**src/sync_fifo.sv**
```systemverilog
`timescale 1ns/1ns

module sync_fifo #(
	parameter int WIDTH = 8,
	parameter int DEPTH = 16
) (
	input logic clk,
	input logic rst_n,
	input logic wr,
	input logic [WIDTH-1:0] din,
	input logic rd,
	output logic [WIDTH-1:0] dout,
	output logic empty
);

	// Storage array
	logic [WIDTH-1:0] mem [DEPTH];

	// Pointers carry one bit above the address
	logic [$clog2(DEPTH):0] wr_ptr;
	logic [$clog2(DEPTH):0] rd_ptr;

	// Pointer values after this cycle
	logic [$clog2(DEPTH):0] wr_ptr_nxt;
	logic [$clog2(DEPTH):0] rd_ptr_nxt;

	// Pop only when something is stored
	logic do_rd;

	assign do_rd = rd && !empty;

	always_comb begin
		wr_ptr_nxt = wr ? wr_ptr + 1'b1 : wr_ptr;
		rd_ptr_nxt = do_rd ? rd_ptr + 1'b1 : rd_ptr;
	end

	////////////////////
	// Pointers and flag

	always_ff @(posedge clk or negedge rst_n) begin
		if (!rst_n) begin
			wr_ptr <= '0;
			rd_ptr <= '0;
			empty <= 1'b1;
		end else begin
			wr_ptr <= wr_ptr_nxt;
			rd_ptr <= rd_ptr_nxt;
			// Flag matches the pointers it is registered with
			empty <= (wr_ptr_nxt == rd_ptr_nxt);
		end
	end

	////////////////////
	// Memory and read port

	always_ff @(posedge clk) begin
		if (wr)
			mem[wr_ptr[$clog2(DEPTH)-1:0]] <= din;
		// Read data shows up the cycle after rd
		if (do_rd)
			dout <= mem[rd_ptr[$clog2(DEPTH)-1:0]];
	end

endmodule

```
**config.mk**
```make
export PLATFORM = sky130hd
export DESIGN_NAME = sync_fifo
export DESIGN_NICKNAME = d
export VERILOG_FILES = /design/src/sync_fifo.sv
export SDC_FILE = /design/constraint.sdc
export NUM_CORES = 1
export LEC_CHECK = 0
export BUFFER_PORTS_ARGS = -buffer_cell sky130_fd_sc_hd__buf_2
export CORE_MARGIN = 5
export CORE_UTILIZATION = 41
export DETAILED_ROUTE_END_ITERATION = 12
export MAX_ROUTING_LAYER = met4
export SKIP_LAST_GASP = 1
export SLEW_MARGIN = 25
export SYNTH_ARGS = -nofsm -noshare
export SYNTH_HDL_FRONTEND = slang
export SYNTH_SLANG_ARGS = --single-unit
```
**constraint.sdc**
```tcl
create_clock -name clk -period 1.64 [get_ports clk]
set_input_delay 0.082 -clock clk [delete_from_list [all_inputs] [get_ports clk]]
set_output_delay 0.082 -clock clk [all_outputs]
set_load 0.1 [all_outputs]
```
# After elaboration in Yosys (flattened, before gate mapping)

Memories as Yosys holds them, arrays and structs flattened. A register that Yosys moved wholly into a read port is not among the register bits.
Index checks and enable logic that the tools add are counted.

Memories: 1
Memory bits (writable): 128
Register bits: 11
Logic and storage cells: 13

Memories:

| memory | depth | bits a word | rd ports | clocked after Yosys merged registers in | wr ports | RTL line | source |
|---|---|---|---|---|---|---|---|
| mem    | 16    | 8           | 1        | 1                                       | 1        | 17       | `logic [WIDTH-1:0] mem [DEPTH];` |

Mux-type cells: 4
Reductions and logical operators: 2
$add $sub $neg: 2
Eq/ne operators: 1

Operator list:

| operator                                                       | count |
|---|---|
| 5-bit by 1-bit adder with 5-bit output (second input constant) | 2 |
| 5-bit 2-to-1 mux                                               | 2 |
| 5-bit equality test                                            | 1 |
| 1-bit 2-to-1 mux                                               | 2 |
| 1-bit logical AND                                              | 1 |
| 1-bit logical NOT                                              | 1 |

# Longest topological paths before layout

Word-level depth: 4
Depth in mapped cells: 7
Gate-level depth less buffers: 7

# Worst setup path after synthesis

No wires, ideal clock.

Kind: register to register
Start: reg empty
End: reg empty
Period minus slack after synthesis: 1.874 ns
Required time: 1.578 ns
Path buffers: 0
Data arrival time: 1.812 ns
Setup slack: -0.234 ns
Stages on the path, launching flop included: 6
Cells stage by stage: dfstp_2 nand2b_1 mux2_2 xor2_1 nor3_1 and3_1

Word-level cells in the longest chain between the ends: 4

Ends and longest elaborated chain:

| element                 | RTL line | source |
|---|---|---|
| from (decl)             | 13       | `output logic empty` |
| from (signal assigned)  | 49       | `empty <= (wr_ptr_nxt == rd_ptr_nxt);` |
| 1-bit logical NOT       | 30       | `assign do_rd = rd && !empty;` |
| 1-bit logical AND       | 30       |  |
| 5-bit 2-to-1 mux        | 34       | `rd_ptr_nxt = do_rd ? rd_ptr + 1'b1 : rd_ptr;` |
| named net rd_ptr_nxt[1] | 25       | `logic [$clog2(DEPTH):0] rd_ptr_nxt;` |
| 5-bit equality test     | 49       |  |

The timed path passes the listed nets, and every way through them passes these cells.

==> results.py <==
metrics = {
    "yosys": {
        "synthCells": 278,
        "synth.distinct_cells": 35,
        "ys_ff_latch": 147,
        "synth.net_count": 295,
        "synth_enable_flop_cells": 136,
        "ys_seq_area_share_pct": 74.3,
        "yosys_most_used_dff": "edfxtp_1",
        "syn_area_per_cell_um2": 21.1,
        "ys_warn_count": 0,
        "netlist_area_um2": 5870,
        "async_reset_ff_share_pct": 7.48,
    },
    "setup_path": {
        "reg2reg_from": "rd_ptr[0]",
        "crit_slowest_cell": "mux4_2",
        "r2r-end": "dout[3]",
        "cp.arrival_ns": 2.03,
        "start_kind": "register",
        "crit_type": "reg -> reg",
        "rrSetupSlack_ns": -0.24,
        "critPathMaxFanout": 8,
        "reg2reg_depth": 6,
        "endpoint_kind": "register",
        "cp.required_ns": 1.79,
        "worst_path_largest_cell_delay_ns": 0.49,
        "path_cells": "buf_12 -> buf_16 -> buf_4 -> mux4_2 -> a211oi_2 -> a21oi_1",
    },
    "job": {
        "drv_cap": 0,
    },
    "placed_design": {
        "routabilityCongestion": 0.790,
        "port_buffers": 20,
        "dp_hpwl_mm": 7.04,
        "dp_cells": 492,
    },
    "global_route": {
        "grt_overflow_total": 0,
        "grt_util_met2_pct": 24.0,
        "grt_pass1_wl_mm": 18.1,
        "top_usage_layer": "met2",
        "grt_max_degree": 22,
        "track_usage_pct": 15.6,
        "use_met3_pct": 4.29,
        "grt_pass1_vias": 3057,
        "antenna_found_initial": 0,
        "grt.met1_usage_pct": 20.5,
    },
    "timing": {
        "worst_pin_slew_ns": 0.497,
        "timing.final.crit_share_pct": 115,
        "holdWs_ns": 0.0342,
        "fin_skew_ns": 0.00816,
        "max_freq_mhz": 532,
        "finalCriticalPeriod_ns": 1.88,
        "hold_viol": 0,
        "setup_viol": 9,
        "final_critical_path_setup_slack_ns": -0.238,
        "drv_slew": 0,
        "rsz0062_at_grt": "true",
        "relSlewSlack_pct": 67.1,
    },
    "cts": {
        "cts_tree": "done",
        "h-tree-depth": 4,
        "cts_max_path_buffers": 2,
        "clkSlewWorstSetupHoldPaths_ns": 0.06,
        "cts-root-buf": "clkbuf_16",
        "cts_made_buffers": 17,
        "cts_sinks": 147,
        "clkLatencyLatePin_ns": 0.41,
    },
    "status": {
        "failed_checks": "negative setup slack",
        "status": "finished, violations left",
    },
    "detailed_routing": {
        "vias_per_cell": 5.22,
        "routed_wl_mm": 11.4,
        "vias": 2816,
        "dr.pass1.iters": 4,
        "drc_errors": 0,
        "routedWlPerCell_um": 21.2,
        "drtIter0Drc": 218,
        "antenna_left": 0,
    },
    "cells_and_area": {
        "utilization_pct": 52.3,
        "nFillCells": 1095,
        "area_growth_pct": 24.2,
        "instances_no_fill": 539,
        "drive_gt1_share_pct": 37.9,
        "final_nets": 363,
        "final_common_cell": "edfxtp_1",
        "final_cell_mix": "edfxtp_1, mux4_2, buf_4",
        "ff_latch_area_um2": 4370,
        "multiInputGateArea_um2": 1450,
        "num_antenna_cells": 0,
    },
    "min_path": {
        "hold_class": "in -> reg",
        "worstHoldStart": "rd",
        "whs_path_depth": 3,
        "min_to": "rd_ptr[2]",
    },
    "floorplan": {
        "fp-row-count": 43,
        "fp.dieW_um": 130,
        "fp.coreArea_um2": 13900,
        "boundaryPins": 21,
        "fp.dieArea_um2": 16800,
        "die_h_um": 130,
        "initial_core_util_pct": 42.1,
    },
    "power_and_ir_drop": {
        "leakage_nw": 2.53,
        "ir_worst_vdd_v": 0.00133,
        "powerDensity_nw_per_um2": 1910,
    },
}
## sequential cells by signal, indices dropped and copies added (netlist names)
signal / flops
rd_ptr: 5
mem: 128
empty: 1
wr_ptr: 5
dout: 8
## power by group
group          total, mW  switching, mW  internal, mW
clock               3.63           1.42          2.21
combinational       5.29           2.86          2.44
sequential          5.00          0.247          4.75
## per-layer routing
| layer | share of wire (%) | up-vias |
|---|---|---|
| met4 | 1.2 | 0 |
| met5 | 0 | - |
| met1 | 45 | 1497 |
| met3 | 3.5 | 13 |
| li1 | - | 1261 |
| met2 | 50 | 45 |
## stage by stage
stage	worst slack (ns)	TNS [ns]	total power, mW	area, µm²
floorplan	-0.0918	-0.542	8.45	5920
global placement	-0.364	-2.10	9.61	6500
detailed placement	-0.404	-2.38	9.67	6500
CTS	-0.237	-1.91	14.0	7270
global route	-0.315	-2.36	14.6	7290
finish	-0.238	-1.74	13.9	7290
## cell families (layout without fill, tap and decap cells)
group / count (synthesis) / in the layout / synth area share (%)
flip-flops: 147 / 147 / 74.3
multiplexers: 41 / 41 / 14.4
XOR/XNOR: 13 / 13 / 2.07
adder cells (fa/ha/maj): 5 / 5 / 1.07
AND/OR/NAND/NOR: 38 / 38 / 4.07
AO/OA/AOI/OAI: 17 / 17 / 2.05
buffers and inverters: 17 / 98 / 2.05
## worst max-delay path: cells and delay by family, from the launching register on
family | cells | cell delay [ns]
compound gates | 2 | 0.26
buf+inv | 3 | 0.41
flops | 1 | 0.45
mux | 1 | 0.49
## synth_stat cells (2+ instances only)
library cell / instances / area share, %
dfrtp_1: 10 / 4.3
nor2b_1: 8 / 0.85
buf_2: 5 / 0.43
buf_4: 4 / 0.51
xnor2_1: 7 / 1.0
ha_1: 5 / 1.1
edfxtp_1: 136 / 70
mux4_2: 23 / 8.8
a211oi_2: 3 / 0.64
inv_1: 3 / 0.19
xor2_1: 5 / 0.75
mux2i_1: 8 / 1.4
mux4_1: 9 / 4.0
and2_1: 15 / 1.6
nand4_1: 2 / 0.21
nand2_1: 3 / 0.19
clkbuf_1: 2 / 0.13
and3_1: 2 / 0.21
a211oi_1: 5 / 0.64
a21oi_1: 8 / 0.68
## worst max-delay path by stage
stage / cells past startpoint / startpoint / end / slack (ns)
after floorplan: 6 / empty / empty / -0.09
after global placement: 4 / rd_ptr[0] / dout[7] / -0.36
after detailed placement: 4 / rd_ptr[0] / dout[7] / -0.40
after CTS: 5 / rd_ptr[0] / dout[3] / -0.24
after global routing: 6 / rd_ptr[0] / dout[5] / -0.32
final: 6 / rd_ptr[0] / dout[3] / -0.24
## layout make-up
class                   count  area share, %
inverters                   3          0.154
flip-flops and latches    147           59.9
multi-input cells         114           19.9
clock buffers              20           5.99
clock inverters            12           1.58
well taps                 180           3.09
repair buffers             63           9.37
## what timing repair did
action	4_1_cts	5_1_grt
resized for setup	14	4
hold buffers	2	0
cloned	2	0
setup endpoints to repair	9	9
pin swaps	5	3
hold endpoints to repair	12	0
buffers inserted	9	2
Note: power is estimated with default switching activity, not from simulation.
