## src/csum_offload_pkg.sv

```systemverilog
package csum_offload_pkg;

	////////////////////
	// Datapath sizing

	// Frame lengths and byte positions, frames up to 2047 bytes
	localparam int LEN_W = 11;

	// Metadata word is {length, checksum, insertion offset}
	localparam int META_W = 2 * LEN_W + 16;

	// Frame byte storage, holds at least two maximum frames
	localparam int DATA_FIFO_DEPTH = 4096;

	// Queued frame descriptors
	localparam int META_FIFO_DEPTH = 32;

	////////////////////
	// Protocol constants

	// Ethertype for IPv4
	localparam logic [15:0] ETHERTYPE_IPV4 = 16'h0800;

	// IPv4 protocol numbers we offload
	localparam logic [7:0] IP_PROTO_TCP = 8'd6;
	localparam logic [7:0] IP_PROTO_UDP = 8'd17;

	// Header sizes, IPv4 without options
	localparam int MAC_HDR_LEN = 14;
	localparam int IPV4_HDR_LEN = 20;

	// Checksum field position inside the layer-4 header
	localparam int TCP_CSUM_OFS = 16;
	localparam int UDP_CSUM_OFS = 6;

endpackage

```

## src/tx_csum_inserter.sv

```systemverilog
`timescale 1ns/1ns

module tx_csum_inserter (
	input logic clk,
	input logic rst_n,
	input logic mac_ready,
	input logic meta_empty,
	input logic [csum_offload_pkg::LEN_W-1:0] meta_len,
	input logic [15:0] meta_csum,
	input logic [csum_offload_pkg::LEN_W-1:0] meta_ofs,
	input logic [7:0] fifo_data,
	output logic meta_rd,
	output logic fifo_rd,
	output logic mac_start,
	output logic mac_valid,
	output logic [7:0] mac_data
);

	// Readback states
	enum logic [1:0] {
		RD_IDLE,
		RD_POP,
		RD_FORWARD,
		RD_LAST
	} state;

	// Frame index of the byte now on fifo_data
	logic [csum_offload_pkg::LEN_W-1:0] rd_count;

	// Byte to send after checksum substitution
	logic [7:0] out_byte;

	////////////////////
	// Checksum substitution

	always_comb begin
		out_byte = fifo_data;
		// Offset zero means pass through
		if (meta_ofs != '0) begin
			if (rd_count == meta_ofs)
				out_byte = meta_csum[15:8];
			else if (rd_count == meta_ofs + 1'b1)
				out_byte = meta_csum[7:0];
		end
	end

	////////////////////
	// Readback FSM

	always_ff @(posedge clk or negedge rst_n) begin
		if (!rst_n) begin
			state <= RD_IDLE;
			rd_count <= '0;
			meta_rd <= 1'b0;
			fifo_rd <= 1'b0;
			mac_start <= 1'b0;
			mac_valid <= 1'b0;
			mac_data <= '0;
		end else begin
			meta_rd <= 1'b0;
			fifo_rd <= 1'b0;
			mac_start <= 1'b0;
			mac_valid <= 1'b0;
			case (state)
				RD_IDLE: begin
					// MAC readiness only matters between frames
					if (mac_ready && !meta_empty) begin
						meta_rd <= 1'b1;
						fifo_rd <= 1'b1;
						mac_start <= 1'b1;
						state <= RD_POP;
					end
				end
				RD_POP: begin
					// Second byte read keeps the pipe two deep
					fifo_rd <= 1'b1;
					rd_count <= '0;
					state <= RD_FORWARD;
				end
				RD_FORWARD: begin
					mac_valid <= 1'b1;
					mac_data <= out_byte;
					rd_count <= rd_count + 1'b1;
					// Stop fetching once the last byte is requested
					if (rd_count + 2 >= meta_len)
						state <= RD_LAST;
					else
						fifo_rd <= 1'b1;
				end
				RD_LAST: begin
					// final byte, may itself be a checksum byte
					mac_valid <= 1'b1;
					mac_data <= out_byte;
					state <= RD_IDLE;
				end
				default: state <= RD_IDLE;
			endcase
		end
	end

endmodule

```

## config.mk

```make
export PLATFORM = sky130hd
export DESIGN_NAME = tx_csum_inserter
export DESIGN_NICKNAME = d
export VERILOG_FILES = /design/src/csum_offload_pkg.sv /design/src/tx_csum_inserter.sv
export SDC_FILE = /design/constraint.sdc
export NUM_CORES = 1
export LEC_CHECK = 0
export ABC_AREA = 1
export BUFFER_PORTS_ARGS = -buffer_cell sky130_fd_sc_hd__buf_2
export CELL_PAD_IN_SITES_DETAIL_PLACEMENT = 0
export CELL_PAD_IN_SITES_GLOBAL_PLACEMENT = 1
export CORE_ASPECT_RATIO = 1.75
export CORE_MARGIN = 2
export CORE_UTILIZATION = 37
export DETAILED_ROUTE_END_ITERATION = 8
export GPL_ROUTABILITY_DRIVEN = 0
export PLACE_DENSITY = 0.77
export SYNTH_ARGS = -nofsm -noshare
export SYNTH_HDL_FRONTEND = slang
export SYNTH_SLANG_ARGS = --single-unit
```

## constraint.sdc

```tcl
create_clock -name clk -period 2.4 [get_ports clk]
set_input_delay 0.36 -clock clk [delete_from_list [all_inputs] [get_ports clk]]
set_output_delay 0.36 -clock clk [all_outputs]
set_load 0.01 [all_outputs]
```

---- After elaboration in Yosys (flattened, before gate mapping) ----
Cells that the tools add are included.
word-level totals
  register bits after elaboration ......... 24
  input port bits ......................... 50
  output and inout port bits .............. 12
  word-level logic and storage cells ...... 36
operators by class
  add/subtract/negate cells ............... 3
  order comparisons ....................... 1
  eq/ne operators ......................... 7
  muxes and demuxes ....................... 12
  reductions and logical operators ........ 7
operators with widths
  kind                   count
  $mux 8                 3
  $add 11x1->11 const B  2
  $eq 11x11->1           2
  $pmux 11 s2            1
  $add 11x2->12 const B  1
  $ge 12x11->1           1
  $reduce_bool 11->1     1
  $pmux 2 s4             1
  $eq 2x2->1 const B     2
  $mux 1                 4
  $mux 2                 2
  $ne 2x2->1 const B     2
  $pmux 1 s3             1
  $eq 2x1->1 const B     1
  $logic_not 2->1        1
  $reduce_and 2->1       1
  $reduce_bool 2->1      1
  $reduce_or 2->1        1
  $logic_and 1x1->1      1
  $logic_not 1->1        1

---- Depth between registers and ports, before layout ----
  depth after elaboration ................. 5
  depth in mapped cells ................... 16
  gate-level depth less buffers ........... 16

---- Least setup slack after synthesis ----
Ideal clock, no wire load.
  kind .................................... register -> register
  start ................................... register rd_count[6] (netlist bit)
  end ..................................... register state[0] (netlist bit)
  setup time .............................. 0.066 ns
  arrival time ............................ 2.107 ns
  data required time ...................... 2.334 ns
  setup slack ............................. 0.227 ns
  stages on the path, launching flop included .. 15
  path buffers ............................ 0
  clock period less this slack ............ 2.173 ns
  cell sequence ........................... dfrtp_1 inv_1 nor3_2 nand2_1 nor2_1 nand2_1 xor2_1 ha_1 a21oi_1 o211ai_1 a21oi_1 nand4_1 nand2_1 nand2_1 nand2_1
on the way
  longest elaborated chain between the ends .. 4
ends and longest elaborated chain
  element                     line                    source
  start, declared             tx_csum_inserter.sv:28  logic [csum_offload_pkg::LEN_W-1:0] rd_count;
  start signal, assigned      tx_csum_inserter.sv:83  rd_count <= rd_count + 1'b1;
  $add 11x2->12               tx_csum_inserter.sv:85  if (rd_count + 2 >= meta_len)
  $ge 12x11->1                tx_csum_inserter.sv:85
  $ne 2x2->1 (no line)        --
  $reduce_and 2->1 (no line)  --
  end signal, assigned        tx_csum_inserter.sv:86  state <= RD_LAST;
  end signal, assigned        tx_csum_inserter.sv:94  state <= RD_IDLE;
  end signal, assigned        tx_csum_inserter.sv:96  default: state <= RD_IDLE;
  end, declared               tx_csum_inserter.sv:25  } state;
Every way passes these cells.
A chain may end at the register's enable or synchronous reset.

---- Worst setup path in the final report ----
  start ................................... register rd_count[4] (netlist bit)
  end ..................................... register state[0] (netlist bit)
The elaborated chain is that of the path after synthesis.

==> metrics.log <==
INFO  metric run_status = completed
INFO  metric final-max-slew-violation-count = 0
INFO  metric switching_power = 0.845 mW
INFO  metric rr_endpoint = state[0]
INFO  metric timing.fmax = 0.423 GHz
INFO  metric timing.critical_path.fanout_max = 4
INFO  metric finalCriticalPeriod = 2.37 ns
INFO  metric tightest_slew = 0.554 ns
INFO  metric r2r.worst_path.cells = 14
INFO  metric multi_input_comb_area = 1640 µm²
INFO  metric worstSetupPathType = reg -> reg
INFO  metric setup.worst_path.end = state[0]
INFO  metric routed-via-count = 2636
INFO  metric power_frac_comb = 0.477
INFO  metric yosys.cell_types.count = 30
INFO  metric tritoncts_buffers = 3
INFO  metric critical_path.startpoint = rd_count[4]
INFO  metric initial_utilization = 0.377
INFO  metric drt-wirelength-per-cell = 11.8 µm
INFO  metric clk_transition_reported_paths = 0.06 ns
INFO  metric chip_width = 66.7 µm
INFO  metric syn_area = 2550 µm²
INFO  metric ys_ff_latch = 24
INFO  metric remaining_drc_errors = 0
INFO  metric rows = 40
INFO  metric diodes = 0
INFO  metric grt_pass1_wl = 10700 µm
INFO  metric dp.cells = 552
INFO  metric startpoint_type_of_the_worst_setup_path = flop
INFO  metric clock-root-buffer = clkbuf_16
INFO  metric avgSynthCellArea = 6.35 µm²
INFO  metric post_synth_xor_area_fraction = 0.0585
INFO  metric timing.setup.tns = 0 ns
INFO  metric design_area = 3150 µm²
INFO  metric synthToLayoutAreaGrowth = 23.7%
INFO  metric critPathSlowestCell = dfrtp_1
INFO  metric cp.depth = 14
INFO  metric critical_path_arrival = 2.57 ns
INFO  metric critPathCaptureType = flop
INFO  metric pwr_density_cell = 660 nW/µm²
INFO  metric fp.dieArea = 7590 µm²
INFO  metric cts.path.max_buffers = 2
INFO  metric via_count_of_the_first_global_routing_pass = 2444
INFO  metric detailed_place.area = 3020 µm²
INFO  metric layout.cells.non_filler = 558
INFO  metric detail_route.vias_per_cell = 4.72
INFO  metric final_wirelength = 6600 µm
INFO  metric timing.critical_path.slowest_cell_delay = 0.37 ns
INFO  metric rsz0062_at_grt = true
INFO  metric finish.net_count = 545
INFO  metric hold_viol = 0
INFO  metric fillers = 711
INFO  metric grt_use_total = 0.182
INFO  metric number_of_enable_type_register_cells_in_the_synthesized_netlist = 0
INFO  metric power.static_leakage = 1.86 nW
INFO  metric post_synth_fa_ha_maj_area_fraction = 0.0983
INFO  metric drt.antenna.violating_nets = 0
INFO  metric hold_fix_buffers_at_cts = 0
INFO  metric asyncSetResetFlopFracSynth = 1.00
INFO  metric drt_first_iter_violations = 104
INFO  metric p_int = 1.23 mW
INFO  metric area.sequential = 601 µm²
INFO  metric ys.flop_type = dfrtp_1
INFO  metric initial_antenna_violation_count = 0
INFO  metric power.ir.vdd_worst = 0.000416 V
INFO  metric min_period_over_period = 0.986
INFO  metric cp.required = 2.60 ns
INFO  metric type_of_the_worst_min_delay_path = in -> async
INFO  metric power_frac_seq = 0.290
INFO  metric floorplan.die.height = 114 µm
INFO  metric htreeDepth = 1
INFO  metric clk_latency = 0.26 ns
INFO  metric cp_cell_sequence = nand2_2, nor3_4, nand2_1, nor2_2, nand2_2, xor2_1, ha_1, a21oi_1, o211ai_1, a21oi_1, nand4_1, nand2_1, nand2_1, nand2_1
INFO  metric hold_slack = 0.0777 ns
INFO  metric timing.max_slew.rel_slack = 0.631
INFO  metric core-area = 6760 µm²
INFO  metric synthCells = 401
INFO  metric tritoncts = done
INFO  metric global_route.overflow_total = 0
INFO  metric grt_max_degree = 25
INFO  metric critical_path_buf_inv_count = 0
INFO  metric sequential_to_total_area_share_from_yosys_stat = 0.236
INFO  metric synth-simple-area-share = 0.422
INFO  metric io-pin-count = 62
INFO  metric final.setup_skew = 0.00231 ns
INFO  metric power_switching_share = 0.406
INFO  metric dpl.hpwl = 5560 µm
INFO  metric syn_nets = 471
INFO  metric drt-pass1-iter-count = 4
INFO  metric timing.final.setup_violations = 0
INFO  metric final_layout_size_suffix_gt1_frac = 0.222
INFO  metric power_frac_clock = 0.233
INFO  metric synth_compound_area_frac = 0.0600
INFO  metric cpMostUsedCell = nand2_1
INFO  metric combinational_family_with_the_most_area_after_synthesis = simple AND/OR/NAND/NOR gates
INFO  metric number_of_violations_of_the_max_capacitance_limit = 0
INFO  metric yosys_warnings = 0
INFO  metric place.port_buffers = 61
INFO  metric cts.sink_count = 24
INFO  metric proportion_of_synthesized_area_in_mux_cells = 0
INFO  metric path_delay_family = simple AND/OR/NAND/NOR gates
INFO  metric r2r_slack = 0.03 ns
INFO  metric reg2reg_from = rd_count[4]
[worst min-delay path by stage]
stage	slack (ns)	from	endpoint
floorplan	0.06	rst_n	fifo_rd
global placement	0.37	rst_n	mac_data[1]
detailed placement	0.38	rst_n	mac_start
CTS	0.10	rst_n	rd_count[0]
global route	0.12	rst_n	mac_start
finish	0.08	rst_n	mac_start
[metrics by stage]
step,util,setup WS (ns),power (mW)
6_report,0.466,0.0347,2.08
5_1_grt,0.466,-0.129,2.25
4_1_cts,0.462,0.00865,2.11
3_5_place_dp,0.446,0.0500,1.62
3_3_place_gp,0.446,0.153,1.59
2_1_floorplan,-,0.227,1.23
[flip-flops by register name, indices dropped and copies added, names as in the netlist]
name	cells
mac_valid	1
fifo_rd	1
rd_count	11
mac_data	8
mac_start	1
state	2
[Yosys cell counts, types with 2 or more instances]
library cell	number	area, µm²
buf_4	2	15.0
a211oi_1	3	22.5
buf_2	4	20.0
a21oi_1	19	95.1
nor3b_1	4	30.0
inv_1	74	278
nand2_1	118	443
dfrtp_1	24	601
nand2_2	5	31.3
nor2_1	46	173
nor3_1	9	45.0
or2_2	2	12.5
nor3_2	2	20.0
nand3_1	22	110
nand3_2	3	30.0
nand4_1	10	62.6
xnor2_1	4	35.0
nor2_8	2	40.0
ha_1	20	250
xor2_1	13	114
nor2_2	2	12.5
nor2_4	2	22.5
o21ai_0	4	20.0
[power by group through the flow]
| stage | combinational (mW) | sequential, mW | clock, mW |
|---|---|---|---|
| floorplan | 0.583 | 0.647 | 0 |
| global placement | 0.986 | 0.607 | 0 |
| detailed placement | 1.01 | 0.609 | 0 |
| CTS | 1.01 | 0.602 | 0.496 |
| global route | 1.13 | 0.616 | 0.506 |
| finish | 0.992 | 0.603 | 0.484 |
[timing repair]
item / CTS / global route
setup buffers: 0 / 2
gates resized for setup: 0 / 4
hold endpoints to repair: 0 / 0
setup endpoints to repair: 0 / 3
[final cells by class]
type,instances,share of cell area
clock inverters,1,0.00954
repair buffers,76,0.133
flip-flops and latches,24,0.191
inverters,75,0.0894
well taps,84,0.0334
multi-input cells,295,0.520
clock buffers,3,0.0238
[cells in the final DEF, fill, tap and decap left out, drive strengths merged]
cell type / instances
o21ai: 4
buf: 76
nor4: 1
nand3: 26
or2: 2
clkbuf: 3
xor2: 13
o211ai: 1
nor3: 11
o31ai: 1
xnor2: 4
nor3b: 4
a211oi: 3
a21oi: 19
nand2: 123
nor2: 52
nand3b: 1
ha: 20
bufinv: 1
nand4: 10
dfrtp: 24
inv: 75
[routing by layer]
metal	routed length (µm)	share of wire	vias to the layer above	GRT usage
li1	-	-	1388	-
met1	2650	0.40	1174	0.203
met2	3560	0.54	66	0.337
met3	226	0.034	8	0.0148
met4	165	0.025	0	0.0871
met5	0	0	-	0
[kinds of logic (layout without fill, tap and decap cells)]
family,Yosys count,in the layout
and+or+nand+nor,230,230
buffers and inverters,82,155
AOI/OAI and AO/OA,28,28
DFF,24,24
adders and majority gates,20,20
xor gates and xnor gates,17,17
(Power assumes the default switching activity.)
