### config.mk
export PLATFORM = sky130hd
export DESIGN_NAME = tx_frame_parser
export DESIGN_NICKNAME = d
export VERILOG_FILES = /design/src/csum_offload_pkg.sv /design/src/tx_frame_parser.sv
export SDC_FILE = /design/constraint.sdc
export NUM_CORES = 1
export LEC_CHECK = 0
export BUFFER_PORTS_ARGS = -buffer_cell sky130_fd_sc_hd__buf_4
export CORE_MARGIN = 5
export CORE_UTILIZATION = 56
export DETAILED_ROUTE_END_ITERATION = 8
export PLACE_DENSITY = 0.8
export SLEW_MARGIN = 25
export SYNTH_ARGS = -nofsm -noshare
export SYNTH_HDL_FRONTEND = slang
export SYNTH_SLANG_ARGS = --single-unit
### constraint.sdc
create_clock -name clk -period 2.9 [get_ports clk]
set_input_delay 0.435 -clock clk [delete_from_list [all_inputs] [get_ports clk]]
set_output_delay 0.435 -clock clk [all_outputs]
set_load 0.01 [all_outputs]
### src/csum_offload_pkg.sv
package csum_offload_pkg;

	////////////////////
	// Datapath sizing

	// Frame lengths and byte positions, frames up to 2047 bytes
	localparam int LEN_W = 11;

	// Metadata word is {length, checksum, insertion offset}
	localparam int META_W = 2 * LEN_W + 16;

	// Frame byte storage, holds at least two maximum frames
	localparam int DATA_FIFO_DEPTH = 4096;

	// Queued frame descriptors
	localparam int META_FIFO_DEPTH = 32;

	////////////////////
	// Protocol constants

	// Ethertype for IPv4
	localparam logic [15:0] ETHERTYPE_IPV4 = 16'h0800;

	// IPv4 protocol numbers we offload
	localparam logic [7:0] IP_PROTO_TCP = 8'd6;
	localparam logic [7:0] IP_PROTO_UDP = 8'd17;

	// Header sizes, IPv4 without options
	localparam int MAC_HDR_LEN = 14;
	localparam int IPV4_HDR_LEN = 20;

	// Checksum field position inside the layer-4 header
	localparam int TCP_CSUM_OFS = 16;
	localparam int UDP_CSUM_OFS = 6;

endpackage

### src/tx_frame_parser.sv
`timescale 1ns/1ns

module tx_frame_parser (
	input logic clk,
	input logic rst_n,
	input logic buf_start,
	input logic buf_valid,
	input logic [7:0] buf_data,
	input logic [15:0] csum_sum,
	output logic buf_ready,
	output logic csum_clear,
	output logic csum_add,
	output logic [31:0] csum_word,
	output logic meta_wr,
	output logic [csum_offload_pkg::LEN_W-1:0] meta_len,
	output logic [15:0] meta_csum,
	output logic [csum_offload_pkg::LEN_W-1:0] meta_ofs
);

	// Parse states, rest state ignores stray bytes
	enum logic [3:0] {
		ST_IGNORE,
		ST_MAC_HDR,
		ST_IPV4_HDR,
		ST_TCP_DATA,
		ST_UDP_DATA,
		ST_LEN,
		ST_SAVE,
		ST_UNKNOWN
	} state;

	// Byte index within the current header or layer-4 section
	logic [csum_offload_pkg::LEN_W-1:0] count;
	// Bytes seen so far in the whole frame
	logic [csum_offload_pkg::LEN_W-1:0] frame_len;
	// Captured header fields
	logic [7:0] ethertype_hi;
	logic [7:0] ip_proto;
	// Checksum field position for the current protocol
	logic [csum_offload_pkg::LEN_W-1:0] csum_ofs;
	logic is_csum_byte;
	// Top bit of the word lane this byte lands in, lane 0 is the MSB
	logic [4:0] lane_hi;

	always_comb begin
		csum_ofs = (state == ST_TCP_DATA) ? csum_offload_pkg::LEN_W'(csum_offload_pkg::TCP_CSUM_OFS)
			: csum_offload_pkg::LEN_W'(csum_offload_pkg::UDP_CSUM_OFS);
		is_csum_byte = (count == csum_ofs) || (count == csum_ofs + 1'b1);
		lane_hi = 5'd31 - {count[1:0], 3'b000};
	end

	always_ff @(posedge clk or negedge rst_n) begin
		if (!rst_n) begin
			state <= ST_IGNORE;
			buf_ready <= 1'b0;
			csum_clear <= 1'b0;
			csum_add <= 1'b0;
			csum_word <= '0;
			meta_wr <= 1'b0;
			meta_len <= '0;
			meta_csum <= '0;
			meta_ofs <= '0;
			count <= '0;
			frame_len <= '0;
			ethertype_hi <= '0;
			ip_proto <= '0;
		end else begin
			// Single-cycle strobes
			csum_clear <= 1'b0;
			csum_add <= 1'b0;
			meta_wr <= 1'b0;
			// Busy while a checksum frame is in progress
			buf_ready <= (state == ST_IGNORE) || (state == ST_UNKNOWN);

			////////////////////
			// Byte processing
			if (buf_valid) begin
				frame_len <= frame_len + 1'b1;
				count <= count + 1'b1;
				case (state)
					ST_MAC_HDR: begin
						// Ethertype is the last two header bytes
						if (count == csum_offload_pkg::MAC_HDR_LEN - 2)
							ethertype_hi <= buf_data;
						if (count == csum_offload_pkg::MAC_HDR_LEN - 1) begin
							count <= '0;
							if ({ethertype_hi, buf_data} == csum_offload_pkg::ETHERTYPE_IPV4)
								state <= ST_IPV4_HDR;
							else
								state <= ST_UNKNOWN;
						end
					end
					ST_IPV4_HDR: begin
						// Protocol goes into the pseudo-header as 00:proto
						if (count == 9) begin
							ip_proto <= buf_data;
							csum_word <= {24'h000000, buf_data};
							csum_add <= 1'b1;
						end
						// Source then destination address, one word each
						if (count >= 12) begin
							csum_word[lane_hi -: 8] <= buf_data;
							if (count[1:0] == 2'd3)
								csum_add <= 1'b1;
						end
						if (count == csum_offload_pkg::IPV4_HDR_LEN - 1) begin
							count <= '0;
							if (ip_proto == csum_offload_pkg::IP_PROTO_TCP)
								state <= ST_TCP_DATA;
							else if (ip_proto == csum_offload_pkg::IP_PROTO_UDP)
								state <= ST_UDP_DATA;
							else
								state <= ST_UNKNOWN;
						end
					end
					ST_TCP_DATA, ST_UDP_DATA: begin
						// Stored checksum counts as zero
						csum_word[lane_hi -: 8] <= is_csum_byte ? 8'h00 : buf_data;
						// Remember where the high checksum byte sits in the frame
						if (count == csum_ofs)
							meta_ofs <= frame_len;
						if (count[1:0] == 2'd3)
							csum_add <= 1'b1;
					end
					default: begin
					end
				endcase
			end

			////////////////////
			// Frame end handling
			else begin
				case (state)
					ST_TCP_DATA, ST_UDP_DATA: begin
						// Zero-pad the partial trailing word
						for (int i = 0; i < 4; i++) begin
							if (i >= count[1:0])
								csum_word[31 - 8*i -: 8] <= 8'h00;
						end
						csum_add <= 1'b1;
						state <= ST_LEN;
					end
					ST_LEN: begin
						// Layer-4 length term of the pseudo-header
						csum_word <= {{(32 - csum_offload_pkg::LEN_W){1'b0}}, count};
						csum_add <= 1'b1;
						state <= ST_SAVE;
					end
					ST_SAVE: begin
						// Wait out the last add before taking the sum
						if (!csum_add) begin
							meta_wr <= 1'b1;
							meta_len <= frame_len;
							meta_csum <= ~csum_sum;
							buf_ready <= 1'b1;
							state <= ST_IGNORE;
						end
					end
					ST_MAC_HDR, ST_IPV4_HDR, ST_UNKNOWN: begin
						// Pass through, offset zero means leave untouched
						meta_wr <= 1'b1;
						meta_len <= frame_len;
						meta_csum <= '0;
						meta_ofs <= '0;
						state <= ST_IGNORE;
					end
					default: begin
					end
				endcase
			end

			// New frame restarts everything
			if (buf_start) begin
				state <= ST_MAC_HDR;
				count <= '0;
				frame_len <= '0;
				meta_ofs <= '0;
				csum_clear <= 1'b1;
				buf_ready <= 1'b0;
			end
		end
	end

endmodule
### Yosys cells after proc, flatten, opt, wreduce, memory -nomap -nowiden

Index checks and enable logic that the tools add are counted.

| word-level totals | value |
|---|---|
| flip-flop bits (word level) | 116 |
| logic and storage cells | 133 |

| operators by class | value |
|---|---|
| $add $sub $neg | 5 |
| magnitude comparators | 4 |
| eq/ne operators | 28 |
| shift-type cells | 3 |
| mux-type cells | 55 |
| bitwise gates (word level) | 2 |
| reduce and logical (&&, ||, !) cells | 20 |

Operators with widths:

| cell | number |
|---|---|
| 32-bit two-way mux | 5 |
| 11-bit two-way mux | 12 |
| 32-bit case mux with 2 select lines | 2 |
| 8-bit by 7-bit variable part select with 39-bit output | 2 |
| 32-bit bitwise mux | 2 |
| 11-bit case mux with 2 select lines | 2 |
| 8-bit by 7-bit variable shift with 39-bit output, first input constant | 1 |
| 11-bit by 4-bit equality test with 1-bit output, second input constant | 3 |
| 8-bit two-way mux | 4 |
| 16-bit case mux with 2 select lines | 1 |
| 11-bit by 1-bit adder with 11-bit output, second input constant | 2 |
| 3-bit AND reduction | 7 |
| 4-bit two-way mux | 5 |
| 16-bit by 12-bit equality test with 1-bit output, second input constant | 1 |
| 4-bit by 3-bit equality test with 1-bit output, second input constant | 4 |
| 16-bit two-way mux | 1 |
| 16-bit inverter | 1 |
| 4-bit case mux with 4 select lines | 1 |
| 1-bit two-way mux | 13 |
| 4-bit != test, second input constant | 3 |
| 11-bit by 5-bit equality test with 1-bit output | 1 |
| 11-bit by 5-bit equality test with 1-bit output, second input constant | 1 |
| 11-bit by 6-bit equality test with 1-bit output | 1 |
| 11-bit by 4-bit >= comparator with 1-bit output, second input constant | 1 |
| 30 further kinds | 41 |

### Longest topological paths before layout

| logic depth | value |
|---|---|
| depth in word-level cells | 10 |
| depth in mapped cells | 9 |

### Worst setup path before layout

Ideal clock, no wire load.

| timing | value |
|---|---|
| path kind | register to register |
| start point | reg count[1] (netlist bit) |
| end point | reg csum_word[10] |
| setup time | 0.067 ns |
| arrival time | 2.208 ns |
| data required time | 2.833 ns |
| path slack | 0.625 ns |
| stages on the path, launching flop included | 9 |
| path buffers | 1 |
| path through | dfrtp_1 > clkbuf_1 > inv_1 > ha_1 > nand3b_1 > nor3_2 > or3_1 > o211ai_1 > a221o_1 |

| between the ends | value |
|---|---|
| word-level cells in the longest chain between the ends | 8 |
| elaborated cells between the ends (all ways) | 22 |
| classes of those cells | add/sub (2); order compare (2); eq/ne (4); shift (3); mux (9); reduce/logical (2) |

Ends and longest elaborated chain:

| element | line | RTL |
|---|---|---|
| start, declared | tx_frame_parser.sv:33 | `logic [csum_offload_pkg::LEN_W-1:0] count;` |
| start signal, assigned | tx_frame_parser.sv:79 | `count <= count + 1'b1;` |
| parallel branches: the longest is 8 deep, another holds 5-bit negation with 7-bit output | - |  |
| end signal, assigned | tx_frame_parser.sv:97 | `csum_word <= {24'h000000, buf_data};` |
| end signal, assigned by index | tx_frame_parser.sv:102 | `csum_word[lane_hi -: 8] <= buf_data;` |
| end signal, assigned by index | tx_frame_parser.sv:118 | `csum_word[lane_hi -: 8] <= is_csum_byte ? 8'h00 : buf_data;` |
| end, declared | tx_frame_parser.sv:13 | `output logic [31:0] csum_word,` |

Several ways; the timed one is not identified. The select of a mux whose other input is x is not followed.
A chain may end at the register's enable or synchronous reset.

### Worst setup path after layout

| timing | value |
|---|---|
| start point | reg count[0] (netlist bit) |
| end point | reg csum_word[6] |

| between the ends | value |
|---|---|
| word-level cells in the longest chain between the ends | 8 |
| elaborated cells between the ends (all ways) | 19 |
| classes of those cells | add/sub (2); order compare (1); eq/ne (3); shift (3); mux (9); reduce/logical (1) |

Ends and longest elaborated chain:

| element | line | RTL |
|---|---|---|
| parallel branches: the longest is 6 deep, another holds 5-bit negation with 7-bit output | - |  |
| 32-bit case mux with 2 select lines (*) | tx_frame_parser.sv:80 | `case (state)` |
| 32-bit two-way mux (*) | tx_frame_parser.sv:77 | `if (buf_valid) begin` |

Mark *: on every way between the ends. The select of a mux whose other input is x is not followed.

==> summary.txt <==
Clock tree
  • Post-CTS setup buffer count: 0
  • Clock Tree Root: clkbuf_8
  • Deepest clock path buffer count: 2
  • Worst-Skew Late Latency: 0.52 ns
  • Clock Pin Slew Worst Setup and Hold Paths: 0.06 ns
  • CTS buffer count: 17
  • Clock sink total: 115
  • Cts repair resizes: 0
  • Hold buffers post-CTS: 0
  • CTS tree: built
  • H-tree depth: 4

Synthesis
  • Top cells by area, synth: dfrtp_1 (51%), mux2_2 (5.6%), a22o_1 (5.3%)
  • Synth top area share: 50.7%
  • Synth async-reset ratio: 100%
  • Syn. warnings: 0
  • Mean cell area of the mapped netlist: 10.7 um^2
  • Primary FF master, synth: dfrtp_1
  • Number of distinct library cells after synthesis: 64
  • Area leader, netlist: dfrtp_1
  • Syn nets: 563
  • Register area share after synthesis: 50.7%
  • Flops & latches, synth: 115
  • Synthesized cell area: 0.00567 mm^2
  • Post-synth EDFFs: 0
  • Synthesized instance count: 529

Cells and area
  • Final net count: 666
  • Final instance area: 0.00720 mm^2
  • Synth-to-layout area growth: 26.9%
  • Layout cells sized above 1: 30.9%
  • Most common cell after layout, fill and taps aside: buf_4
  • Area occupied by registers: 0.00288 mm^2
  • Ant. Diodes: 0
  • Fillers: 687
  • Multi-input gate area: 0.00254 mm^2
  • Most frequent cells in the layout: buf_4 (121), dfrtp_1 (115), nand2_1 (57), a22o_1 (34), mux2_2 (28)

Placed design
  • Placement Cell Area: 0.00660 mm^2
  • Port-buffer cells: 101
  • GPL Wtd Cong: 0.933
  • Dpl hpwl: 10700 um

Die
  • Chip Width: 111 um
  • Row count: 36
  • Initial Util: 57.8%
  • Io pins: 102
  • Die area: 0.0122 mm^2
  • Core Footprint: 0.00982 mm^2
  • Die Y: 111 um

Worst setup path
  • Critical path class: flop to flop
  • CP Data Arrival Time: 3.13 ns
  • CP top delay family: compound AO/OA/AOI/OAI gates
  • R2R Setup Slk: 0.17 ns
  • Critical path buffers and inverters: 0
  • Critical Path Max Stage Delay: 0.68 ns
  • CP Launch Type: flop
  • RR Endpoint: csum_word[6]
  • Worst Path Required: 3.30 ns
  • Crit end category: flop
  • Register-to-Register Path Depth: 6
  • CP Max Fanout: 14
  • Slowest CP cell: a21oi_1
  • Critical path cell sequence: ha_1 -> nor2b_1 -> o21ai_1 -> a21oi_1 -> a211oi_2 -> a221o_1
  • Worst r2r src: count[0]

Outcome
  • Status: finished clean

Run
  • Max Cap Viol: 0

Global routing
  • Grt ovf: 0
  • Aggregate global-route resource usage: 25.5%
  • Pin count of the biggest net entering global routing: 66
  • Vias in the first global route: 4855
  • Initial antenna violation count: 0
  • First-pass GRT wire length: 25200 um

STA
  • RSZ-0062 raised after global routing: no
  • Relative slew slack: 31.9%
  • F_max: 0.366 GHz
  • Setup_tns: 0 ns
  • Slew Limit Fails: 0
  • Measured slew at the worst slew-check pin: 1.01 ns
  • Final clock period utilization by the worst path: 94.1%
  • Clock skew: 0.00964 ns
  • Final hold vios: 0
  • Setup violations, final: 0
  • Final min period: 2.73 ns

Route
  • 1st-pass router iterations: 7
  • DRT Wirelength: 15700 um
  • Initial DRC count: 520
  • Via Count: 4838
  • Vias/cell: 6.22
  • # DRC: 0
  • Antenna-violating nets left: 0
  • Average wire per standard cell: 20.2 um

Power
  • Pleak: 3.47 nW
  • Power Dens Cells: 661 mW/mm^2
  • VDD IR max: 444 uV

Min path
  • Hold crit path type: input pin to asynchronous set/reset pin
-- how the worst max path moves through the flow --
| stage | end | start | cells past startpoint |
|---|---|---|---|
| final | csum_word[6] | count[0] | 6 |
| after global routing | csum_word[6] | count[0] | 6 |
| after CTS | csum_word[6] | count[0] | 6 |
| after detailed placement | csum_word[2] | count[0] | 6 |
| after global placement | csum_word[2] | count[0] | 6 |
| after floorplan | csum_word[10] | count[1] | 8 |
-- state kept, by name, indices dropped and copies added (netlist names), 8 cells and up --
name / cells
frame_len: 11
ethertype_hi: 8
meta_csum: 16
meta_ofs: 11
count: 11
ip_proto: 8
csum_word: 32
meta_len: 11
-- worst register-to-register path: stages, from the launching register on --
cell and delay (ns):
dfrtp_1 0.59, ha_1 0.46, nor2b_1 0.21, o21ai_1 0.08
a21oi_1 0.68, a211oi_2 0.19, a221o_1 0.41
-- metrics by stage --
step / utilization [%] / power (W) / worst slack [ns] / hold slack, ns / instances
final: 73.3 / 0.00476 / 0.171 / 0.0330 / 778
after global routing: 73.3 / 0.00495 / 0.0454 / 0.0681 / 778
after CTS: 73.3 / 0.00478 / 0.228 / 0.0503 / 778
after detailed placement: 67.2 / 0.00267 / 0.242 / 0.469 / 746
after global placement: 67.2 / 0.00265 / 0.316 / 0.460 / 746
after floorplan: - / 0.00229 / 0.625 / 0.139 / 529
-- per-layer routing --
layer  wire, um  track usage, %  share of wire (%)
met5          0               0                  0
met1       6710            33.1                 43
met4        483            10.5                3.1
met3       1210            8.37                7.7
met2       7320            39.5                 47
-- kinds of logic after synthesis --
group | count (synthesis) | share of synthesized area, %
AND/OR/NAND/NOR | 154 | 15.1
AO/OA/AOI/OAI | 145 | 19.0
buffers and inverters | 59 | 4.39
XOR/XNOR | 8 | 1.24
adder cells (fa/ha/maj) | 6 | 1.32
multiplexers | 42 | 8.21
flip-flops | 115 | 50.7
-- final cells by class --
class	count	area share [%]
clock buffer	18	5.94
multi-input combinational	355	35.3
sequential	115	40.0
clock inverter	14	2.43
timing repair buffer	122	12.9
tap	133	2.31
inverter	21	1.09
-- power breakdown --
group,total [W],internal [W],switching [W]
Clock,0.00211,0.00134,0.000768
Sequential,0.00186,0.00173,0.000131
Combinational,0.000794,0.000354,0.000440
-- synthesized netlist by cell type (all sizes together), types with 10 or more instances --
cell type	count
nor2	21
nand2	57
a31oi	10
a21oi	25
clkbuf	20
inv	20
a221o	10
mux2	30
o21ai	20
mux2i	12
buf	18
dfrtp	115
o31ai	16
a22o	34
(Power assumes the default switching activity.)
